### config.mk
export PLATFORM = sky130hd
export DESIGN_NAME = fetch_top
export DESIGN_NICKNAME = d
export VERILOG_FILES = /design/src/hw/mips_isa_pkg.sv /design/src/hw/sram_bus_pkg.sv /design/src/hw/pc_gen.sv /design/src/hw/ifetch.sv /design/src/hw/stage_reg.sv /design/src/hw/predecode.sv /design/src/hw/fetch_top.sv
export SDC_FILE = /design/constraint.sdc
export NUM_CORES = 1
export LEC_CHECK = 0
export BUFFER_PORTS_ARGS = -buffer_cell sky130_fd_sc_hd__buf_2
export CORE_MARGIN = 2
export CORE_UTILIZATION = 57
export DETAILED_ROUTE_END_ITERATION = 16
export PLACE_DENSITY = 0.91
export SKIP_CTS_REPAIR_TIMING = 1
export SYNTH_ARGS = -nofsm -noshare
export SYNTH_HDL_FRONTEND = slang
export SYNTH_SLANG_ARGS = --single-unit
### constraint.sdc
create_clock -name clk -period 10.2 [get_ports clk]
set_input_delay 0.51 -clock clk [delete_from_list [all_inputs] [get_ports clk]]
set_output_delay 0.51 -clock clk [all_outputs]
set_load 0.01 [all_outputs]
### src/hw/mips_isa_pkg.sv
package mips_isa_pkg;

    // first fetch address out of reset (kseg1 boot rom)
    localparam logic [31:0] reset_vector = 32'hbfc00000;

    // one instruction word
    localparam logic [31:0] inst_bytes = 32'd4;

    // primary opcodes, inst[31:26]
    localparam logic [5:0] op_special = 6'h00;
    localparam logic [5:0] op_regimm  = 6'h01;
    localparam logic [5:0] op_j       = 6'h02;
    localparam logic [5:0] op_jal     = 6'h03;
    localparam logic [5:0] op_beq     = 6'h04;
    localparam logic [5:0] op_bne     = 6'h05;
    localparam logic [5:0] op_blez    = 6'h06;
    localparam logic [5:0] op_bgtz    = 6'h07;

    // loads
    localparam logic [5:0] op_lb      = 6'h20;
    localparam logic [5:0] op_lh      = 6'h21;
    localparam logic [5:0] op_lw      = 6'h23;
    localparam logic [5:0] op_lbu     = 6'h24;
    localparam logic [5:0] op_lhu     = 6'h25;

    // stores
    localparam logic [5:0] op_sb      = 6'h28;
    localparam logic [5:0] op_sh      = 6'h29;
    localparam logic [5:0] op_sw      = 6'h2b;

    // special function codes, inst[5:0]
    localparam logic [5:0] fn_jr      = 6'h08;
    localparam logic [5:0] fn_jalr    = 6'h09;

    // coarse class seen by decode
    typedef enum logic [2:0] {
        cls_alu,
        cls_branch,
        cls_jump,
        cls_jump_reg,
        cls_load,
        cls_store
    } inst_class_e;

    // pre-decoded instruction handed to decode
    typedef struct packed {
        logic [31:0] pc;
        logic [31:0] inst;
        inst_class_e cls;
        logic [4:0]  rs;
        logic [4:0]  rt;
        logic [4:0]  rd;
        // static target, zero when not a jump or branch
        logic [31:0] target;
    } decoded_t;

endpackage

### src/hw/sram_bus_pkg.sv
package sram_bus_pkg;

    // top address bits dropped to form the physical address
    // (kseg0/kseg1 fold onto the same physical window)
    localparam int phys_mask_bits = 3;

    // one completed fetch, word plus the pc it came from
    typedef struct packed {
        logic [31:0] pc;
        logic [31:0] inst;
    } fetch_out_t;

endpackage

### src/hw/pc_gen.sv
`timescale 1ns/1ns

module pc_gen (
    input  logic        clk,
    input  logic        reset,
    input  logic        redirect,
    input  logic [31:0] redirect_pc,
    input  logic        pc_advance,
    output logic [31:0] pc
);
    import mips_isa_pkg::*;

    // redirect wins over a same-cycle advance, the accepted
    // request was on the old path anyway
    always_ff @(posedge clk) begin
        if (reset) begin
            pc <= reset_vector;
        end else if (redirect) begin
            pc <= redirect_pc;
        end else if (pc_advance) begin
            pc <= pc + inst_bytes;
        end
    end

    // redirect targets come from outside, so alignment is not guaranteed here
    a_pc_aligned: assert property (
        @(posedge clk) disable iff (reset)
        pc[1:0] == 2'b00
    ) else $error("pc_gen: unaligned pc %h", pc);

endmodule

### src/hw/ifetch.sv
`timescale 1ns/1ns

module ifetch (
    input  logic                     clk,
    input  logic                     reset,
    input  logic                     en,
    input  logic                     redirect,
    input  logic                     stage_free,
    input  logic [31:0]              pc,
    output logic                     pc_advance,
    output logic                     inst_req,
    output logic [31:0]              inst_addr,
    input  logic [31:0]              inst_rdata,
    input  logic                     inst_addr_ok,
    input  logic                     inst_data_ok,
    output logic                     fetch_valid,
    output sram_bus_pkg::fetch_out_t fetch_data
);
    import sram_bus_pkg::*;

    typedef enum logic [1:0] {
        s_idle,
        s_wait_addr,
        s_wait_data
    } state_e;

    state_e      state;
    logic [31:0] req_pc;
    logic        stale;
    logic        can_issue;
    logic        accept;
    logic        rsp_keep;
    logic        buf_valid;
    fetch_out_t  buf_data;
    fetch_out_t  rsp_data;

    // no new request while the buffer is occupied or the pc is about to move
    assign can_issue = en && stage_free && !buf_valid && !redirect;

    assign inst_req   = (state == s_wait_addr);
    assign inst_addr  = {{phys_mask_bits{1'b0}}, req_pc[31-phys_mask_bits:0]};
    assign accept     = inst_req && inst_addr_ok;
    // a stale acceptance must not step past the redirect target
    assign pc_advance = accept && !stale;

    assign rsp_keep = inst_data_ok && !stale && !redirect;
    assign rsp_data = '{pc: req_pc, inst: inst_rdata};

    // buffered word goes ahead of a live one
    assign fetch_valid = stage_free && !redirect && (buf_valid || rsp_keep);
    assign fetch_data  = buf_valid ? buf_data : rsp_data;

    always_ff @(posedge clk) begin
        if (reset) begin
            state <= s_idle;
        end else begin
            case (state)
                s_idle: begin
                    if (can_issue) begin
                        state <= s_wait_addr;
                    end
                end
                s_wait_addr: begin
                    if (accept) begin
                        // zero-wait memory answers in the same cycle
                        state <= inst_data_ok ? s_idle : s_wait_data;
                    end
                end
                s_wait_data: begin
                    if (inst_data_ok) begin
                        state <= s_idle;
                    end
                end
                default: state <= s_idle;
            endcase
        end
    end

    // address is held from issue until the response returns
    always_ff @(posedge clk) begin
        if (state == s_idle && can_issue) begin
            req_pc <= pc;
        end
    end

    always_ff @(posedge clk) begin
        if (reset) begin
            stale <= 1'b0;
        end else if (inst_data_ok) begin
            stale <= 1'b0;
        end else if (redirect && state != s_idle) begin
            stale <= 1'b1;
        end
    end

    // one-entry skid for a response that lands while stage 1 is held
    always_ff @(posedge clk) begin
        if (reset || redirect) begin
            buf_valid <= 1'b0;
        end else if (buf_valid) begin
            if (stage_free) begin
                buf_valid <= 1'b0;
            end
        end else if (rsp_keep && !stage_free) begin
            buf_valid <= 1'b1;
        end
    end

    always_ff @(posedge clk) begin
        if (!buf_valid && rsp_keep && !stage_free) begin
            buf_data <= rsp_data;
        end
    end

    // no second request between address acceptance and data
    a_no_req_wait_data: assert property (
        @(posedge clk) disable iff (reset)
        (accept && !inst_data_ok) |=> (!inst_req until_with inst_data_ok)
    ) else $error("ifetch: inst_req raised while waiting for data");

    a_no_data_ok_idle: assert property (
        @(posedge clk) disable iff (reset)
        (state == s_idle) |-> !inst_data_ok
    ) else $error("ifetch: inst_data_ok with no request outstanding");

endmodule

### src/hw/stage_reg.sv
`timescale 1ns/1ns

module stage_reg #(
    parameter type payload_t = logic [31:0]
) (
    input  logic     clk,
    input  logic     reset,
    input  logic     flush,
    input  logic     hold,
    input  logic     in_valid,
    input  payload_t in_data,
    output logic     out_valid,
    output payload_t out_data
);

    // flush beats hold, the held entry is on a dead path
    always_ff @(posedge clk) begin
        if (reset || flush) begin
            out_valid <= 1'b0;
        end else if (!hold) begin
            out_valid <= in_valid;
        end
    end

    // payload only moves with a valid word
    always_ff @(posedge clk) begin
        if (!hold && in_valid) begin
            out_data <= in_data;
        end
    end

    a_hold_stable: assert property (
        @(posedge clk) disable iff (reset)
        (hold && out_valid && !flush) |=> (out_valid && $stable(out_data))
    ) else $error("stage_reg: contents changed under hold");

endmodule

### src/hw/predecode.sv
`timescale 1ns/1ns

module predecode (
    input  sram_bus_pkg::fetch_out_t in,
    output mips_isa_pkg::decoded_t   dec
);
    import mips_isa_pkg::*;

    logic [5:0]  opcode;
    logic [5:0]  funct;
    logic [31:0] pc_plus4;
    logic [31:0] jump_target;
    logic [31:0] branch_target;
    inst_class_e cls;

    assign opcode   = in.inst[31:26];
    assign funct    = in.inst[5:0];
    assign pc_plus4 = in.pc + inst_bytes;

    // j/jal stay inside the current 256 MB region of the delay slot
    assign jump_target = {pc_plus4[31:28], in.inst[25:0], 2'b00};

    // word offset relative to the delay slot
    assign branch_target = pc_plus4 + {{14{in.inst[15]}}, in.inst[15:0], 2'b00};

    always_comb begin
        case (opcode)
            op_special: begin
                if (funct == fn_jr || funct == fn_jalr) begin
                    cls = cls_jump_reg;
                end else begin
                    cls = cls_alu;
                end
            end
            op_j, op_jal: begin
                cls = cls_jump;
            end
            // regimm covers bltz/bgez and the linking forms
            op_beq, op_bne, op_blez, op_bgtz, op_regimm: begin
                cls = cls_branch;
            end
            op_lb, op_lh, op_lw, op_lbu, op_lhu: begin
                cls = cls_load;
            end
            op_sb, op_sh, op_sw: begin
                cls = cls_store;
            end
            default: begin
                cls = cls_alu;
            end
        endcase
    end

    always_comb begin
        dec.pc   = in.pc;
        dec.inst = in.inst;
        dec.cls  = cls;
        dec.rs   = in.inst[25:21];
        dec.rt   = in.inst[20:16];
        dec.rd   = in.inst[15:11];
        // jr/jalr targets live in a register, decode resolves them
        case (cls)
            cls_jump:   dec.target = jump_target;
            cls_branch: dec.target = branch_target;
            default:    dec.target = 32'h0;
        endcase
    end

endmodule

### src/hw/fetch_top.sv
`timescale 1ns/1ns

module fetch_top (
    input  logic                   clk,
    input  logic                   reset,
    input  logic                   en,
    input  logic                   redirect,
    input  logic [31:0]            redirect_pc,
    input  logic                   hold,
    output logic                   inst_req,
    output logic [31:0]            inst_addr,
    input  logic [31:0]            inst_rdata,
    input  logic                   inst_addr_ok,
    input  logic                   inst_data_ok,
    output logic                   out_valid,
    output mips_isa_pkg::decoded_t out
);
    import mips_isa_pkg::*;
    import sram_bus_pkg::*;

    logic        pc_advance;
    logic [31:0] pc;
    logic        stage_free;
    logic        s1_hold;
    logic        fetch_valid;
    fetch_out_t  fetch_data;
    logic        s1_valid;
    fetch_out_t  s1_data;
    decoded_t    s1_dec;

    // stage 1 holds only when it has something and stage 2 holds
    assign s1_hold    = hold && s1_valid;
    assign stage_free = !s1_hold;

    pc_gen u_pc_gen (
        .clk         (clk),
        .reset       (reset),
        .redirect    (redirect),
        .redirect_pc (redirect_pc),
        .pc_advance  (pc_advance),
        .pc          (pc)
    );

    ifetch u_ifetch (
        .clk          (clk),
        .reset        (reset),
        .en           (en),
        .redirect     (redirect),
        .stage_free   (stage_free),
        .pc           (pc),
        .pc_advance   (pc_advance),
        .inst_req     (inst_req),
        .inst_addr    (inst_addr),
        .inst_rdata   (inst_rdata),
        .inst_addr_ok (inst_addr_ok),
        .inst_data_ok (inst_data_ok),
        .fetch_valid  (fetch_valid),
        .fetch_data   (fetch_data)
    );

    stage_reg #(.payload_t(fetch_out_t)) u_stage1 (
        .clk       (clk),
        .reset     (reset),
        .flush     (redirect),
        .hold      (s1_hold),
        .in_valid  (fetch_valid),
        .in_data   (fetch_data),
        .out_valid (s1_valid),
        .out_data  (s1_data)
    );

    predecode u_predecode (
        .in  (s1_data),
        .dec (s1_dec)
    );

    stage_reg #(.payload_t(decoded_t)) u_stage2 (
        .clk       (clk),
        .reset     (reset),
        .flush     (redirect),
        .hold      (hold),
        .in_valid  (s1_valid),
        .in_data   (s1_dec),
        .out_valid (out_valid),
        .out_data  (out)
    );

endmodule

==> results.toml <==
[critical_path]
critical_path_class = "flop to flop"
worstSetupStartpointType = "flop"
arrival_ns = 3.90
critPathRequiredTime_ns = 10.46
setup.worst_path.end_class = "flop"
crit_fanout = 5

[power]
power.density_nw_per_um2 = 169
ir_drop_mv = 0.108
leakage_nw = 5.80

[route]
ant_nets = 0
firstDrtPassIters = 5
drc_errors = 0
wl_per_cell_um = 18.0
avgViaCountPerCell = 5.43
routed-via-count = 8240
drt_iter0_drc = 433
drt-total-wl_mm = 27.4

[synthesis]
synth_commonest_cells = "edfxtp_1, nand2_1, mux2_2, nor2_1, xnor2_1"
synth_cells = 995
yosys_warnings = 0
avgSynthCellArea_sq_um = 13.5
ys_async_sr_fraction = 0
ys_seq_elements = 297
synth_top_cell_by_area = "edfxtp_1"
synth_ff_type = "edfxtp_1"
synth-edff-count = 259
yosysTopAreaCellShare = 0.581
yosys-top-cells-area = "edfxtp_1, dfxtp_1, mux2_2, ha_1, xnor2_1"
synth_cell_types = 63
yosysMostFrequentCell = "edfxtp_1"
syn_area_sq_um = 13400
yosysSeqAreaShare = 0.638

[sta]
fin_crit_sh = 0.356
rsz0062_at_grt = "no"
worst_pin_slew_ns = 1.12
setup_violations = 0
hold_slack_ns = 0.139
final.min_clock_period_ns = 3.64
setup_tns_ns = 0
skew_ns = 0.0178
drv_slew = 0
slew_headroom = 0.255
max_clock_freq_ghz = 0.275
finalHoldViolCount = 0

[clock_tree]
clockBufferDepth = 3
cts.sinks = 297
cts_buffers = 29
cts-root-buf = "clkbuf_16"
clk_pin_slew_ns = 0.06
h-tree-depth = 1
insertion_delay_ns = 0.56
cts_tree = "done"

[worst_hold_path]
hold_class = "input port to flop"

[grt]
antenna_found_initial = 1
grt_max_degree = 68
gr-total-overflow = 0
grt_pass1_wl_mm = 42.0
grt_pass1_vias = 7924
grt.total_usage = 0.218

[die]
rows = 56
die_x_um = 157
dieArea_sq_um = 24700
ios = 219
start_util = 0.575
dieHeight_um = 157
core_sq_um = 23300

[cells_and_area]
num-fill-cells = 1695
nNetsFinal = 1285
drive_gt1_frac = 0.293
syn2layout_area_growth_pct = 15.1

[flow_run]
cap_violations = 0

[run_status]
status = "finished clean"

[place]
dp_hpwl_mm = 19.1
place_congestion = 0.870
portBuffers = 215
-- critical path, stage by stage (launching register included) --
cell      delay (ns)
edfxtp_1        0.44
ha_1            0.24
nand4_1         0.17
nor2_1          0.32
nand2_1         0.11
xnor2_1         0.23
ha_1            0.33
a21oi_1         0.28
nor3_1          0.09
a211oi_1        0.26
o211ai_2        0.18
a221oi_4        0.33
o41ai_2         0.14
xnor2_1         0.15
o21ai_1         0.07
-- sequential cells by signal (all words and copies together) (netlist names) --
register and flops:
u_stage1.out_valid 1, u_pc_gen.pc 32, u_stage1.out_data 64, u_ifetch.buf_valid 1, u_ifetch.stale 1, u_ifetch.buf_data 64, u_ifetch.state 2, u_stage2.out_valid 1
u_ifetch.req_pc 32, u_stage2.out_data 99
-- area by class of cell --
class                   count  area, sq um  share of cell area
clock buffers              32          737              0.0478
flip-flops and latches    297         8540               0.554
diodes                      1         2.50            0.000162
multi-input cells         611         4370               0.284
repair buffers            222         1130              0.0732
well taps                 319          399              0.0259
inverters                  15         56.3             0.00365
clock inverters            21          174              0.0113
-- logic make-up after synthesis --
logic type                 Yosys count  synth area share
xor gates and xnor gates            85            0.0562
adders and majority gates           38            0.0361
and+or+nand+nor                    256            0.0941
AOI/OAI and AO/OA                  150            0.0721
muxes                               79            0.0651
DFF                                297             0.638
other                                1          0.000280
buffers and inverters               89            0.0382
-- per-layer routing --
layer,GRT usage,routed length [um]
met4,0.0662,718
met1,0.294,11700
met3,0.0328,1820
met2,0.369,13100
met5,0,0
-- through the flow --
step | power (W) | setup WS, ns | util | instances | cell area (sq um)
CTS | 0.00263 | 6.53 | 0.662 | 1517 | 15400
finish | 0.00261 | 6.56 | 0.662 | 1518 | 15400
floorplan | 0.00156 | 2.40 | - | 997 | 13400
global route | 0.00270 | 6.27 | 0.662 | 1518 | 15400
global placement | 0.00161 | 6.65 | 0.623 | 1464 | 14500
detailed placement | 0.00162 | 6.57 | 0.623 | 1464 | 14500
-- worst paths after layout --
path,start,end,slack (ns),cells past startpoint
max,u_stage1.out_data[34],u_stage2.out_data[29],6.56,14
min,inst_rdata[13],u_ifetch.buf_data[13],0.14,1
min reg2reg,u_pc_gen.pc[0],u_ifetch.req_pc[0],0.43,0
max reg2reg,u_stage1.out_data[34],u_stage2.out_data[29],6.56,14
-- placed cells by master, fill, tap and decap left out, types with 5 or more instances in the layout --
| master | n |
|---|---|
| and2_1 | 8 |
| buf_4 | 7 |
| nand4_1 | 14 |
| nand2b_1 | 8 |
| nand2_1 | 78 |
| buf_2 | 215 |
| nor2b_1 | 9 |
| nor3_1 | 10 |
| a211oi_1 | 5 |
| mux2i_1 | 15 |
| edfxtp_1 | 259 |
| and4_1 | 5 |
| a21o_1 | 14 |
| nor2_1 | 64 |
| nand3_1 | 22 |
| and3_1 | 17 |
| clkbuf_16 | 29 |
| o21ai_0 | 37 |
| ha_1 | 37 |
| inv_1 | 15 |
| xor2_1 | 33 |
| clkinv_1 | 8 |
| xnor2_1 | 51 |
| clkinv_2 | 8 |
| dfxtp_1 | 37 |
| a21oi_1 | 46 |
| o21ai_1 | 7 |
| mux2_2 | 64 |
-- power by group --
part | switching, W | internal [W]
combinational | 0.000116 | 0.0000865
sequential | 0.0000303 | 0.00136
clock | 0.000441 | 0.000573
(Power assumes the default switching activity.)
